===== src/hdl/dnc_fixed_pkg.sv =====
// Fixed-point element format and sigmoid segment constants
// Shared by the erase-vector datapath stages and the top level
package dnc_fixed_pkg;

  // Q8.8 element word
  localparam int element_width = 16;
  localparam int fraction_bits = 8;

  // One element word, decoded either as a number or as its fields
  typedef union packed {
    logic signed [element_width-1:0] raw;
    struct packed {
      logic                     sign;
      logic [6:0]               integer_part;
      logic [fraction_bits-1:0] fraction;
    } fields;
  } fixed_element_t;

  // Approximation segments, ordered by magnitude
  typedef enum logic [1:0] {
    seg_linear,
    seg_mid,
    seg_tail,
    seg_saturate
  } segment_t;

  ////////////////////////////////////////
  // Segment constants
  ////////////////////////////////////////

  localparam logic [element_width-1:0] fixed_one = element_width'(1 << fraction_bits);

  // Breakpoints 1.0, 2.375 (19/8) and 5.0
  localparam logic [element_width-1:0] breakpoint_mid  = fixed_one;
  localparam logic [element_width-1:0] breakpoint_tail = element_width'(19 << (fraction_bits - 3));
  localparam logic [element_width-1:0] breakpoint_sat  = element_width'(5 << fraction_bits);

  // Offsets 0.5, 0.625 (5/8) and 0.84375 (27/32)
  localparam logic [element_width-1:0] offset_linear = element_width'(1 << (fraction_bits - 1));
  localparam logic [element_width-1:0] offset_mid    = element_width'(5 << (fraction_bits - 3));
  localparam logic [element_width-1:0] offset_tail   = element_width'(27 << (fraction_bits - 5));

  // Slopes 1/4, 1/8 and 1/32 as right shifts
  localparam logic [element_width-1:0] shift_linear = 16'd2;
  localparam logic [element_width-1:0] shift_mid    = 16'd3;
  localparam logic [element_width-1:0] shift_tail   = 16'd5;

endpackage


===== src/hdl/dnc_control_pkg.sv =====
// Vector sequencing types for the erase-vector control FSM
// Imported by the control module
package dnc_control_pkg;

  ////////////////////////////////////////
  // Vector sequencing
  ////////////////////////////////////////

  // Idle waits for start, ready high
  // Stream accepts elements until W have entered
  // Drain waits for the pipeline to emit all W results
  typedef enum logic [1:0] {
    idle,
    stream,
    drain
  } vector_state_t;

endpackage


===== src/hdl/dnc_vector_control.sv =====
// Control FSM of the erase-vector unit
// Opens a vector on start, counts accepted and emitted elements, drives ready
module dnc_vector_control import dnc_control_pkg::*; #(
  parameter int size_width = 8
) (
  input  logic                  clk,
  input  logic                  reset,
  input  logic                  start,
  input  logic                  e_in_enable,
  input  logic                  out_enable,
  input  logic [size_width-1:0] size_w_in,
  output logic                  ready,
  output logic                  accept
);

  vector_state_t state;

  // Latched W of the open vector
  logic [size_width-1:0] size_w;

  // Separate counts for elements in and results out
  logic [size_width-1:0] accept_count;
  logic [size_width-1:0] emit_count;
  logic [size_width-1:0] accept_next;
  logic [size_width-1:0] emit_next;

  ////////////////////////////////////////
  // Handshake
  ////////////////////////////////////////

  // Enables outside the stream state are dropped
  assign accept = e_in_enable && (state == stream);

  // Ready only once the vector has fully drained
  assign ready = (state == idle);

  // Counts including this cycle's event
  assign accept_next = accept_count + size_width'(accept);
  assign emit_next   = emit_count + size_width'(out_enable);

  ////////////////////////////////////////
  // Sequencing
  ////////////////////////////////////////

  always_ff @(posedge clk) begin
    if (reset) begin
      state        <= idle;
      size_w       <= '0;
      accept_count <= '0;
      emit_count   <= '0;
    end else begin
      case (state)
        idle: begin
          if (start) begin
            size_w       <= size_w_in;
            accept_count <= '0;
            emit_count   <= '0;
            // Empty vector skips straight to drain, one cycle busy
            state <= (size_w_in == '0) ? drain : stream;
          end
        end
        stream: begin
          accept_count <= accept_next;
          // Earlier elements may already be leaving the pipeline
          emit_count   <= emit_next;
          if (accept_next == size_w) begin
            state <= drain;
          end
        end
        drain: begin
          emit_count <= emit_next;
          // Last result out this cycle, ready next cycle
          if (emit_next == size_w) begin
            state <= idle;
          end
        end
        default: begin
          state <= idle;
        end
      endcase
    end
  end

endmodule


===== src/hdl/ntm_logistic_segment.sv =====
// First sigmoid pipeline stage
// Takes the magnitude of the input and picks its approximation segment
module ntm_logistic_segment import dnc_fixed_pkg::*; (
  input  logic                     clk,
  input  logic                     reset,
  input  logic                     accept,
  input  fixed_element_t           e_in,
  output logic                     stage_valid,
  output logic                     stage_sign,
  output segment_t                 stage_segment,
  output logic [element_width-1:0] stage_magnitude
);

  // Most negative word has no positive twin
  localparam logic [element_width-1:0] most_negative = {1'b1, {(element_width-1){1'b0}}};
  localparam logic [element_width-1:0] max_positive  = {1'b0, {(element_width-1){1'b1}}};

  logic [element_width-1:0] magnitude;
  segment_t                 segment;

  ////////////////////////////////////////
  // Magnitude and segment select
  ////////////////////////////////////////

  always_comb begin
    if (!e_in.fields.sign) begin
      magnitude = e_in.raw;
    end else if (e_in.raw == most_negative) begin
      // Clamp, result saturates anyway
      magnitude = max_positive;
    end else begin
      magnitude = -e_in.raw;
    end
  end

  // Breakpoints are ascending
  always_comb begin
    if (magnitude < breakpoint_mid) begin
      segment = seg_linear;
    end else if (magnitude < breakpoint_tail) begin
      segment = seg_mid;
    end else if (magnitude < breakpoint_sat) begin
      segment = seg_tail;
    end else begin
      segment = seg_saturate;
    end
  end

  ////////////////////////////////////////
  // Stage register
  ////////////////////////////////////////

  always_ff @(posedge clk) begin
    if (reset) begin
      stage_valid <= 1'b0;
    end else begin
      stage_valid <= accept;
    end
  end

  // Payload moves only with an accepted element
  always_ff @(posedge clk) begin
    if (accept) begin
      stage_sign      <= e_in.fields.sign;
      stage_segment   <= segment;
      stage_magnitude <= magnitude;
    end
  end

endmodule


===== src/hdl/ntm_logistic_shift_add.sv =====
// Second sigmoid pipeline stage
// Shift-and-add on the positive side, then mirror for negative inputs
module ntm_logistic_shift_add import dnc_fixed_pkg::*; (
  input  logic                     clk,
  input  logic                     reset,
  input  logic                     stage_valid,
  input  logic                     stage_sign,
  input  segment_t                 stage_segment,
  input  logic [element_width-1:0] stage_magnitude,
  output logic                     out_enable,
  output logic [element_width-1:0] e_out
);

  // Sigmoid of the magnitude, never above one
  logic [element_width-1:0] positive_result;
  logic [element_width-1:0] signed_result;

  ////////////////////////////////////////
  // Shift and add
  ////////////////////////////////////////

  always_comb begin
    case (stage_segment)
      seg_linear: begin
        positive_result = (stage_magnitude >> shift_linear) + offset_linear;
      end
      seg_mid: begin
        positive_result = (stage_magnitude >> shift_mid) + offset_mid;
      end
      seg_tail: begin
        positive_result = (stage_magnitude >> shift_tail) + offset_tail;
      end
      default: begin
        // Saturated, pinned to one
        positive_result = fixed_one;
      end
    endcase
  end

  // sigmoid(-x) = 1 - sigmoid(x)
  assign signed_result = stage_sign ? (fixed_one - positive_result) : positive_result;

  ////////////////////////////////////////
  // Output register
  ////////////////////////////////////////

  always_ff @(posedge clk) begin
    if (reset) begin
      out_enable <= 1'b0;
      e_out      <= '0;
    end else begin
      out_enable <= stage_valid;
      // Hold last result between enables
      if (stage_valid) begin
        e_out <= signed_result;
      end
    end
  end

endmodule


===== src/hdl/dnc_erase_vector.sv =====
// Erase-vector unit, e(t;k) = sigmoid(e^(t;k)) for k in 0 to W-1
// Control FSM plus a two-stage sigmoid pipeline, latency two cycles
module dnc_erase_vector import dnc_fixed_pkg::*; #(
  parameter int size_width = 8
) (
  input  logic                     clk,
  input  logic                     reset,
  input  logic                     start,
  output logic                     ready,
  input  logic                     e_in_enable,
  output logic                     e_out_enable,
  input  logic [size_width-1:0]    size_w_in,
  input  logic [element_width-1:0] e_in,
  output logic [element_width-1:0] e_out
);

  // Element taken in the stream state
  logic accept;

  // Stage one to stage two
  logic                     stage_valid;
  logic                     stage_sign;
  segment_t                 stage_segment;
  logic [element_width-1:0] stage_magnitude;

  // Emitted results also feed back to the emit counter
  dnc_vector_control #(
    .size_width (size_width)
  ) control_i (
    .clk         (clk),
    .reset       (reset),
    .start       (start),
    .e_in_enable (e_in_enable),
    .out_enable  (e_out_enable),
    .size_w_in   (size_w_in),
    .ready       (ready),
    .accept      (accept)
  );

  ntm_logistic_segment segment_i (
    .clk             (clk),
    .reset           (reset),
    .accept          (accept),
    .e_in            (e_in),
    .stage_valid     (stage_valid),
    .stage_sign      (stage_sign),
    .stage_segment   (stage_segment),
    .stage_magnitude (stage_magnitude)
  );

  ntm_logistic_shift_add shift_add_i (
    .clk             (clk),
    .reset           (reset),
    .stage_valid     (stage_valid),
    .stage_sign      (stage_sign),
    .stage_segment   (stage_segment),
    .stage_magnitude (stage_magnitude),
    .out_enable      (e_out_enable),
    .e_out           (e_out)
  );

endmodule


===== config.mk =====
export PLATFORM = sky130hd
export DESIGN_NAME = dnc_erase_vector
export DESIGN_NICKNAME = d
export VERILOG_FILES = /design/src/hdl/dnc_fixed_pkg.sv /design/src/hdl/dnc_control_pkg.sv /design/src/hdl/dnc_vector_control.sv /design/src/hdl/ntm_logistic_segment.sv /design/src/hdl/ntm_logistic_shift_add.sv /design/src/hdl/dnc_erase_vector.sv
export SDC_FILE = /design/constraint.sdc
export NUM_CORES = 1
export LEC_CHECK = 0
export BUFFER_PORTS_ARGS = -buffer_cell sky130_fd_sc_hd__buf_4
export CORE_AREA = 3 3 112 114
export DETAILED_ROUTE_END_ITERATION = 12
export DIE_AREA = 0 0 115 117
export PLACE_DENSITY = 0.53
export SYNTH_ARGS = -nofsm -noshare
export SYNTH_HDL_FRONTEND = slang
export SYNTH_HIERARCHICAL = 1
export SYNTH_SLANG_ARGS = --single-unit

===== constraint.sdc =====
create_clock -name clk -period 8.11 [get_ports clk]
set_input_delay 0.811 -clock clk [delete_from_list [all_inputs] [get_ports clk]]
set_output_delay 0.811 -clock clk [all_outputs]
set_load 0.01 [all_outputs]

# ---- Yosys cells after proc, flatten, opt, wreduce, memory -nomap -nowiden
# Index checks and enable logic that the tools add are counted.
dict set report op_classes {
  n_addsub 7
  magnitude_cmp 3
  eq_ne 10
  mux 14
  reduce_logical 12
}
# operator n
set op_table {}
lappend op_table {{2-to-1 mux 16 bit} 3}
lappend op_table {{one-hot mux 16 bit (3 select lines)} 1}
lappend op_table {{one-hot mux 8 bit (2 select lines)} 2}
lappend op_table {{adder 8 x 1 -> 8 bit} 2}
lappend op_table {{== test 16 bit, second input constant} 1}
lappend op_table {{== test 8 bit} 2}
lappend op_table {{less-than comparator 16 x 10 -> 1 bit, second input constant} 1}
lappend op_table {{less-than comparator 16 x 11 -> 1 bit, second input constant} 1}
lappend op_table {{less-than comparator 16 x 9 -> 1 bit, second input constant} 1}
lappend op_table {{negator 16 bit} 1}
lappend op_table {{subtractor 9 x 16 -> 16 bit, first input constant} 1}
lappend op_table {{adder 14 x 8 -> 15 bit, second input constant} 1}
lappend op_table {{adder 13 x 8 -> 14 bit, second input constant} 1}
lappend op_table {{adder 11 x 8 -> 12 bit, second input constant} 1}
lappend op_table {{logical NOT 8 bit} 1}
lappend op_table {{2-to-1 mux 2 bit} 4}
lappend op_table {{2-to-1 mux 8 bit} 1}
lappend op_table {{one-hot mux 2 bit (3 select lines)} 1}
lappend op_table {{AND reduction 2 bit} 3}
lappend op_table {{== test 2 x 1 -> 1 bit, second input constant} 2}
lappend op_table {{== test 2 bit, second input constant} 2}
lappend op_table {{logical NOT 2 bit} 2}
lappend op_table {{inequality test 2 bit, second input constant} 2}
lappend op_table {{nonzero test 2 bit} 2}
lappend op_table {{other kinds (5)} 7}
dict set report totals {
  register_bits 63
  inputBits 28
}

# ---- Logic depth before layout (Yosys ltp)
# Gate-level depths: netlist of run 1.
dict set report logic_depth {
  depth_word 6
  mapped_depth 12
  ltp_nobuf 11
}

# ---- Cells and area by module
# Netlist of run 1, hierarchy kept.
# module instances cells_each area_per_inst_um2 seq_area_each_um2
set by_module_without_submodules {}
lappend by_module_without_submodules {dnc_vector_control 1 222 1759.2 520.5}
lappend by_module_without_submodules {ntm_logistic_shift_add 1 223 1671.6 340.3}
lappend by_module_without_submodules {ntm_logistic_segment 1 111 1176.1 590.6}

# ---- Worst setup path after synthesis of run 1
# No wires, ideal clock.
dict set report synth_path {
  path_kind {flip-flop to flip-flop}
  from {register control_i.state[1]}
  to {register control_i.state[0]}
  setup_time_ns 0.121
  arrival_ns 3.023
  required_ns 7.989
  path_slack_ns 4.966
  path_stages_with_launch 13
  period_less_slack_ns 3.144
  path_cell_list {dfxtp_1 -> inv_1 -> ha_1 -> clkbuf_1 -> and2_1 -> ha_1 -> ha_1 -> xor2_1 -> nor3_1 -> o2111ai_1 -> a2bb2oi_1 -> nand3_2 -> mux2_4}
}
dict set report synth_via {
  elab_chain_cells 6
}
# element line_no
set synth_rtl {}
lappend synth_rtl {{start, declared} dnc_vector_control.sv:16} ;# vector_state_t state;
lappend synth_rtl {{start signal, assigned} dnc_vector_control.sv:47} ;# state <= idle;
lappend synth_rtl {{start signal, assigned} dnc_vector_control.sv:59} ;# state <= (size_w_in == '0) ? drain : stream;
lappend synth_rtl {{start signal, assigned} dnc_vector_control.sv:67} ;# state <= drain;
lappend synth_rtl {{== test 2 x 1 -> 1 bit} dnc_vector_control.sv:32} ;# assign accept = e_in_enable && (state == stream);
lappend synth_rtl {{logical AND 1 bit} dnc_vector_control.sv:32}
lappend synth_rtl {{net accept} dnc_erase_vector.sv:18} ;# logic accept;
lappend synth_rtl {{adder 8 x 1 -> 8 bit} dnc_vector_control.sv:38} ;# assign accept_next = accept_count + size_width'(accept);
lappend synth_rtl {{== test 8 bit} dnc_vector_control.sv:66} ;# if (accept_next == size_w) begin
lappend synth_rtl {{inequality test 2 bit (no source line)} -}
lappend synth_rtl {{AND reduction 3 bit (no source line)} -}
# The timed path passes the listed nets, and every way through them passes these cells.
# A chain may end at the register's enable or synchronous reset.

# ---- Worst setup path after layout of run 1
# Ends and elaborated chain as after synthesis.

==> impl_metrics.ini, run 1 <==
[floorplan]
dieHeight_um = 117
start_util = 0.394
io_pins = 46
fp-row-count = 39
coreArea_mm2 = 0.0115
fp.dieW_um = 115
die_area_mm2 = 0.0135

[clock_tree]
cts_resized = 0
path_clk_slew_ns = 0.06
ctsRootBufferMaster = clkbuf_16
worstSkewPairLatency_ns = 0.32
hold_buffers = 0
cts_tree = yes
numCtsBuffers = 9
clk_path_buf_depth = 2
clock_sinks = 61
post-cts-setup-buffers = 0
htreeDepth = 3

[placed_design]
place_inst = 703
gp_congestion = 0.856
dpl_cell_area_mm2 = 0.00489
port_buffers = 45
dp_hpwl_mm = 8.27

[min_path]
hold_class = flop to flop
hp-start = shift_add_i/e_out[15]
whs_path_depth = 2

[routing]
drt-initial-drc-count = 223
wl_per_cell_um = 15.6
firstDrtPassIters = 5
via_count = 4097
final_antenna_net_count = 0
routed_via_density = 5.70
drc_errors = 0
wl_mm = 11.2

[timing]
finalCritPeriodShare = 0.427
finClkSkew_ns = 0.00767
relSlewSlack = 0.380
clock.fmax_mhz = 289
rsz0062_at_grt = false
finalCriticalPeriod_ns = 3.46
setup_viol = 0
hold_viol_final = 0
worst_slew_pin_slew_ns = 0.928
setup_tns_ns = 0
hold_slack_ns = 0.455
finalMaxSlewViolations = 0

[setup_path]
crit_slowest_cell = and2_1
reg2regPathDepth = 11
startpoint = control_i/state[1]
path_max_fanout = 19
crit_chain = inv_1 -> ha_1 -> and2_1 -> ha_1 -> ha_1 -> xor2_1 -> nor3_1 -> o2111ai_1 -> a2bb2oi_1 -> nand3_2 -> mux2_4
cp_data_required_time_ns = 8.32
worst_ep_arrival_time_ns = 3.68
cp_common_cell = ha_1
crit_type = flop to flop
reg2reg_from = control_i/state[1]
start_kind = flop
cpPeakStageDelay_ns = 0.72
worstSetupEndpointType = flop

[global_routing]
grt_overflow = 0
antenna_found_initial = 0
gr-usage-all-layers = 0.166
grt_pass1_wl_mm = 18.3
grt_pass1_vias = 3620
grt_max_degree = 42

[yosys]
yosysWarningCount = 6
syn_area_mm2 = 0.00453
postSynthAreaPerCell_um2 = 8.22
synthesis.nets = 594
synth_cells = 551

[finish]
final_area_mm2 = 0.00520
fin_cells = 719
n_antenna_cell = 0
seq_area_mm2 = 0.00139
nNetsFinal = 614
fillerInstances = 1145
drive_gt1_frac = 0.148
multi_input_area_mm2 = 0.00290
area_growth_pct = 14.9

[pwr]
irDropWorstVdd_uv = 96.6
leakagePower_nw = 2.00
p_per_area_mw_per_mm2 = 208

[outcome]
status = completed

[run]
cap_violations = 0
## worst paths after layout
path                                              end  slack (ns)
worst min register to register  shift_add_i/e_out[15]        0.45
worst min-delay path            shift_add_i/e_out[15]        0.45
worst max-delay path               control_i/state[0]        4.65
worst max register to register     control_i/state[0]        4.65
## stage by stage
step	setup slack, ns	total power [mW]	util
floorplan	5.02	0.601	-
global placement	4.68	0.686	0.425
detailed placement	4.60	0.692	0.425
CTS	4.59	1.09	0.452
global route	4.30	1.14	0.452
finish	4.65	1.08	0.452
## cell type report
type                       count  share of cell area
multi-input combinational    432               0.558
tap                          143              0.0344
timing repair buffer          45              0.0649
clock inverter                 3             0.00793
inverter                      22              0.0159
sequential                    61               0.267
clock buffer                  13              0.0519
## report_power, final
group | total (mW) | switching [mW] | leakage (nW) | internal [mW]
registers | 0.384 | 0.0398 | 0.508 | 0.344
logic | 0.301 | 0.181 | 1.33 | 0.121
clock network | 0.397 | 0.134 | 0.156 | 0.263
## worst max-delay path, delay by kind of cell, from the launching register on
kind / cells / cell delay, ns
fa+ha+maj: 3 / 1.11
compound gates: 2 / 0.35
simple gates: 3 / 1.04
xor+xnor: 1 / 0.15
mux: 1 / 0.31
flops: 1 / 0.31
buf+inv: 1 / 0.09
## routing by layer
| metal | up-vias | track usage | part of all wire |
|---|---|---|---|
| met3 | 18 | 0.0201 | 0.041 |
| met5 | - | 0 | 0 |
| met2 | 93 | 0.234 | 0.41 |
| met4 | 0 | 0.0618 | 0.019 |
| li1 | 2074 | - | - |
| met1 | 1912 | 0.257 | 0.53 |
## sequential cells by signal (all words and copies together), names as in the netlist
signal                     cells
control_i/state                2
segment_i/stage_segment        2
segment_i/stage_magnitude     14
shift_add_i/e_out             16
control_i/accept_count         8
segment_i/stage_sign           1
control_i/size_w               8
shift_add_i/out_enable         1
segment_i/stage_valid          1
control_i/emit_count           8
## cell usage in the layout, fill, tap and decap left out, types with 7 or more instances in the layout
master / count
inv_1: 19
and3_1: 7
clkbuf_16: 9
nor2_1: 55
nor2b_1: 10
nand2_1: 38
xnor2_1: 23
nand3_1: 23
a21oi_1: 28
o31ai_1: 8
edfxtp_1: 17
nand4_1: 7
buf_4: 45
mux2i_1: 9
xor2_1: 21
or3_1: 11
a22oi_1: 13
nand2b_1: 7
o21ai_0: 23
dfxtp_1: 44
ha_1: 15
nor3_1: 13
or4_1: 8
Note: power is estimated with default switching activity, not from simulation.
==> inputs of run 2 (changes only) <==
- clock period: 8.11 -> 3.5 ns (I/O delays scaled with it)
==> run 2 against run 1 <==
  * Register-to-register slack got worse by 4.0 ns
  * Core utilization increased by 0.18 points
  * Clock power increased by 130%
  * Sequential power increased by 130%
  * Routed wire length decreased by 1.0%
  * Combinational power increased by 140%
  * Hold slack got worse by 0.17 ns
  * Non-clock buffer count increased by 4
  * Critical path type unchanged
  * Critical endpoint is now shift_add_i/e_out[13]
  * Largest cell class unchanged
==> impl_metrics.ini, run 2 (synthesis results as in run 1) <==
[routing]
wl_mm = 11.1
firstDrtPassIters = 5
wl_per_cell_um = 15.4
via_count = 4110
routed_via_density = 5.68
final_antenna_net_count = 0
drc_errors = 0
drt-initial-drc-count = 210

[run]
cap_violations = 0

[timing]
setup_tns_ns = 0
worst_slew_pin_slew_ns = 0.804
clock.fmax_mhz = 356
finalCriticalPeriod_ns = 2.81
finalCritPeriodShare = 0.803
hold_viol_final = 0
rsz0062_at_grt = false
finClkSkew_ns = 0.00871
finalMaxSlewViolations = 0
relSlewSlack = 0.459
setup_viol = 0

[setup_path]
cp_data_required_time_ns = 3.71
crit_chain = ha_1 -> a2111oi_0 -> nor2_1 -> xnor2_1 -> o32ai_1 -> nand2b_1 -> o31a_1 -> a311o_1
crit_slowest_cell = edfxtp_1
crit_buf_inv = 0
path_max_fanout = 13
crit_type = flop to flop
cpPeakStageDelay_ns = 0.56
worst_ep_arrival_time_ns = 3.02
worstSetupEndpointType = flop
start_kind = flop
crit_family = compound AO/OA/AOI/OAI gates

[clock_tree]
worstSkewPairLatency_ns = 0.33
path_clk_slew_ns = 0.05
numCtsBuffers = 9
ctsRootBufferMaster = clkbuf_16
cts_resized = 0
clock_sinks = 61
post-cts-setup-buffers = 0
cts_tree = yes
hold_buffers = 0
clk_path_buf_depth = 2
htreeDepth = 3

[finish]
final_cell_mix = nor2_1, buf_4, dfxtp_1
fillerInstances = 1146
largest_reg_flops = 16
drive_gt1_frac = 0.153
largestRegisters = shift_add_i/e_out x16, segment_i/stage_magnitude x14
final_common_cell = nor2_1
area_growth_pct = 15.3
n_antenna_cell = 0
nNetsFinal = 618
final_area_mm2 = 0.00523
largest_register = shift_add_i/e_out

[outcome]
status = completed

[floorplan]
start_util = 0.394
dieHeight_um = 117
die_area_mm2 = 0.0135
fp-row-count = 39
io_pins = 46
fp.dieW_um = 115
coreArea_mm2 = 0.0115

[placed_design]
dpl_cell_area_mm2 = 0.00492
dp_hpwl_mm = 8.39
port_buffers = 45
gp_congestion = 0.890

[global_routing]
grt_overflow = 0
gr-usage-all-layers = 0.167
grt_pass1_vias = 3698
grt_pass1_wl_mm = 18.2
antenna_found_initial = 0
grt_max_degree = 42

[pwr]
p_switching_mw = 0.827
intPower_mw = 1.68
p_per_area_mw_per_mm2 = 479
pwr-share-comb = 0.284
leakagePower_nw = 2.02
seq_power_share = 0.354
swShare = 0.330
pwr-share-clk = 0.362
irDropWorstVdd_uv = 194

[min_path]
hold_class = primary input to flop
[run 2: worst reg2reg max path, delay by kind of cell (launching register included)]
family,cells,cell delay (ns)
compound gates,4,1.21
xor+xnor,1,0.16
fa+ha+maj,1,0.33
flops,1,0.56
simple gates,2,0.44
[run 2: path summary, 6_finish.rpt]
check,startpoint,end,slack (ns),cells after the start
hold / removal,size_w_in[7],control_i/size_w[7],0.29,3
hold reg to reg,shift_add_i/e_out[15],shift_add_i/e_out[15],0.48,2
setup reg to reg,segment_i/stage_magnitude[10],shift_add_i/e_out[13],0.69,8
setup / recovery,segment_i/stage_magnitude[10],shift_add_i/e_out[13],0.69,8
[run 2: per-layer routing]
metal	vias up	routed length [µm]	global-route usage
met5	-	0	0
met4	0	143	0.0524
met3	10	548	0.0319
met2	109	4700	0.254
met1	1904	5710	0.240
li1	2087	-	-
[run 2: power by group through the flow]
stage          logic [mW]  clock network, mW  registers, mW
6_report            0.710              0.906          0.887
3_5_place_dp        0.709                  0          0.901
4_1_cts             0.712              0.927          0.886
3_3_place_gp        0.709                  0          0.898
2_1_floorplan       0.541                  0          0.852
5_1_grt             0.791              0.959          0.896
[run 2: layout make-up]
cell class                      instances  area (µm²)  area share
Multi-Input combinational cell        432        2900       0.555
Sequential cell                        61        1390       0.266
Timing Repair Buffer                   49         368      0.0704
Clock buffer                           12         256      0.0491
Tap cell                              143         179      0.0342
Inverter                               22        82.6      0.0158
Clock inverter                          4        46.3     0.00886
[run 2: metrics by stage]
stage	util	power, mW	std cells	setup slack (ns)	hold WS [ns]
floorplan	-	1.39	551	0.410	0.422
global placement	0.428	1.61	707	0.758	0.463
detailed placement	0.428	1.61	707	0.699	0.472
CTS	0.454	2.53	723	0.698	0.278
global route	0.454	2.65	723	0.497	0.290
finish	0.454	2.50	723	0.689	0.289
==> inputs of run 3 (changes only) <==
- clock period: 3.5 -> 2.88 ns (I/O delays scaled with it)
==> run 3 against run 2 <==
  * Via count increased by 0.61%
  * Die area unchanged
  * Register-to-register slack got worse by 0.49 ns
  * Critical path depth increased by 1
  * Clock power increased by 13%
  * Flip-flop and latch count unchanged
  * Non-clock buffer count increased by 9
  * Core utilization increased by 0.42 points
  * Global-route usage increased by 0.75 points
  * Sequential power increased by 20%
  * Hold slack got worse by 0.058 ns
  * Fmax increased by 5.0%
  * Critical endpoint unchanged
==> impl_metrics.ini, run 3 (synthesis results as in run 1) <==
[outcome]
status = completed

[finish]
final_core_util = 0.458
fin_cells = 732
drive_gt1_frac = 0.165
n_antenna_cell = 0
multi_input_area_mm2 = 0.00291
area_growth_pct = 16.4
fillerInstances = 1153
nNetsFinal = 627
largestRegisters = shift_add_i/e_out x16, segment_i/stage_magnitude x14
final_common_cell = buf_4
final_cell_mix = buf_4, nor2_1, dfxtp_1
largest_register = shift_add_i/e_out
largest_reg_flops = 16
seq_area_mm2 = 0.00139

[clock_tree]
hold_buffers = 0
cts_tree = yes
cts_resized = 0
path_clk_slew_ns = 0.05
worstSkewPairLatency_ns = 0.33
ctsRootBufferMaster = clkbuf_16
numCtsBuffers = 9
clock_sinks = 61
clk_path_buf_depth = 2
htreeDepth = 3

[timing]
setup_viol = 0
setup_tns_ns = 0
rsz0062_at_grt = false
finalCriticalPeriod_ns = 2.68
relSlewSlack = 0.563
finClkSkew_ns = 0.00744
worst_slew_pin_slew_ns = 0.652
finalCritPeriodShare = 0.929
hold_viol_final = 0
clock.fmax_mhz = 374
finalMaxSlewViolations = 0
hold_slack_ns = 0.231

[placed_design]
gp_congestion = 0.865
dp_hpwl_mm = 8.54
place_inst = 714
port_buffers = 45

[setup_path]
cpPeakStageDelay_ns = 0.48
startpoint = segment_i/stage_magnitude[9]
worstSetupEndpointType = flop
reg2regPathDepth = 9
endpoint = shift_add_i/e_out[13]
r2r_setup_slack_ns = 0.20
cp_common_cell = nor3_1
reg2reg_from = segment_i/stage_magnitude[9]
path_max_fanout = 9
start_kind = flop
crit_type = flop to flop
crit_slowest_cell = edfxtp_1
cp_data_required_time_ns = 3.09
crit_chain = buf_4 -> ha_1 -> a21oi_1 -> o21a_1 -> nor3_1 -> o32ai_1 -> nand2b_1 -> nor3_1 -> a311o_1
reg2reg_to = shift_add_i/e_out[13]
worst_ep_arrival_time_ns = 2.89

[floorplan]
dieHeight_um = 117
die_area_mm2 = 0.0135
coreArea_mm2 = 0.0115
start_util = 0.394
io_pins = 46
fp-row-count = 39
fp.dieW_um = 115

[routing]
wl_per_cell_um = 15.6
firstDrtPassIters = 5
via_count = 4135
final_antenna_net_count = 0
wl_mm = 11.4
routed_via_density = 5.65
drc_errors = 0
drt-initial-drc-count = 169

[min_path]
hold_class = primary input to flop

[global_routing]
gr-usage-all-layers = 0.175
grt_pass1_vias = 3839
grt_overflow = 0
antenna_found_initial = 0
grt_pass1_wl_mm = 19.2
grt_max_degree = 42

[pwr]
p_per_area_mw_per_mm2 = 567
irDropWorstVdd_uv = 247
leakagePower_nw = 2.05
total_power_mw = 2.99

[run]
cap_violations = 0
## run 3: power by group
group / total, mW / internal, mW / switching, mW
clock network: 1.02 / 0.654 / 0.362
registers: 1.06 / 0.969 / 0.0956
logic: 0.910 / 0.373 / 0.537
## run 3: what timing repair did
| item | CTS | global route |
|---|---|---|
| hold endpoints to repair | 0 | 0 |
| endpoints found under the setup margin | 0 | 2 |
| setup buffers | 0 | 2 |
## run 3: worst min path at each step
| stage | start | to | slack (ns) | cells past startpoint |
|---|---|---|---|---|
| 3_3_place_gp | shift_add_i/e_out[15] | shift_add_i/e_out[15] | 0.45 | 2 |
| 4_1_cts | size_w_in[7] | control_i/size_w[7] | 0.22 | 3 |
| 2_1_floorplan | reset | segment_i/stage_valid | 0.36 | 1 |
| 6_report | size_w_in[7] | control_i/size_w[7] | 0.23 | 3 |
| 3_5_place_dp | shift_add_i/e_out[15] | shift_add_i/e_out[15] | 0.45 | 2 |
| 5_1_grt | size_w_in[6] | control_i/size_w[6] | 0.23 | 3 |
## run 3: final cells by class
cell class	instances	area share
multi-input combinational	432	0.551
sequential	61	0.264
timing repair buffer	58	0.0825
clock buffer	9	0.0427
tap	143	0.0339
inverter	22	0.0157
clock inverter	7	0.0107
## run 3: through the flow
stage | setup slack [ns] | instance area [µm²]
2_1_floorplan | 0.108 | 4530
4_1_cts | 0.189 | 5260
3_3_place_gp | 0.289 | 4980
3_5_place_dp | 0.192 | 4980
6_report | 0.204 | 5280
5_1_grt | 0.0468 | 5280
## run 3: layer usage
layer	up-vias	part of all wire	track usage
li1	2101	-	-
met1	1900	0.50	0.255
met2	118	0.43	0.262
met3	16	0.048	0.0247
met4	0	0.017	0.0649
met5	-	0	0
## run 3: worst max-delay path, delay by kind of cell, from the launching register on
family / cells / cell delay [ns]
AO/OA/AOI/OAI: 4 / 1.20
flip-flops: 1 / 0.48
AND/OR/NAND/NOR: 3 / 0.48
buffers and inverters: 1 / 0.19
adder cells (fa/ha/maj): 1 / 0.18
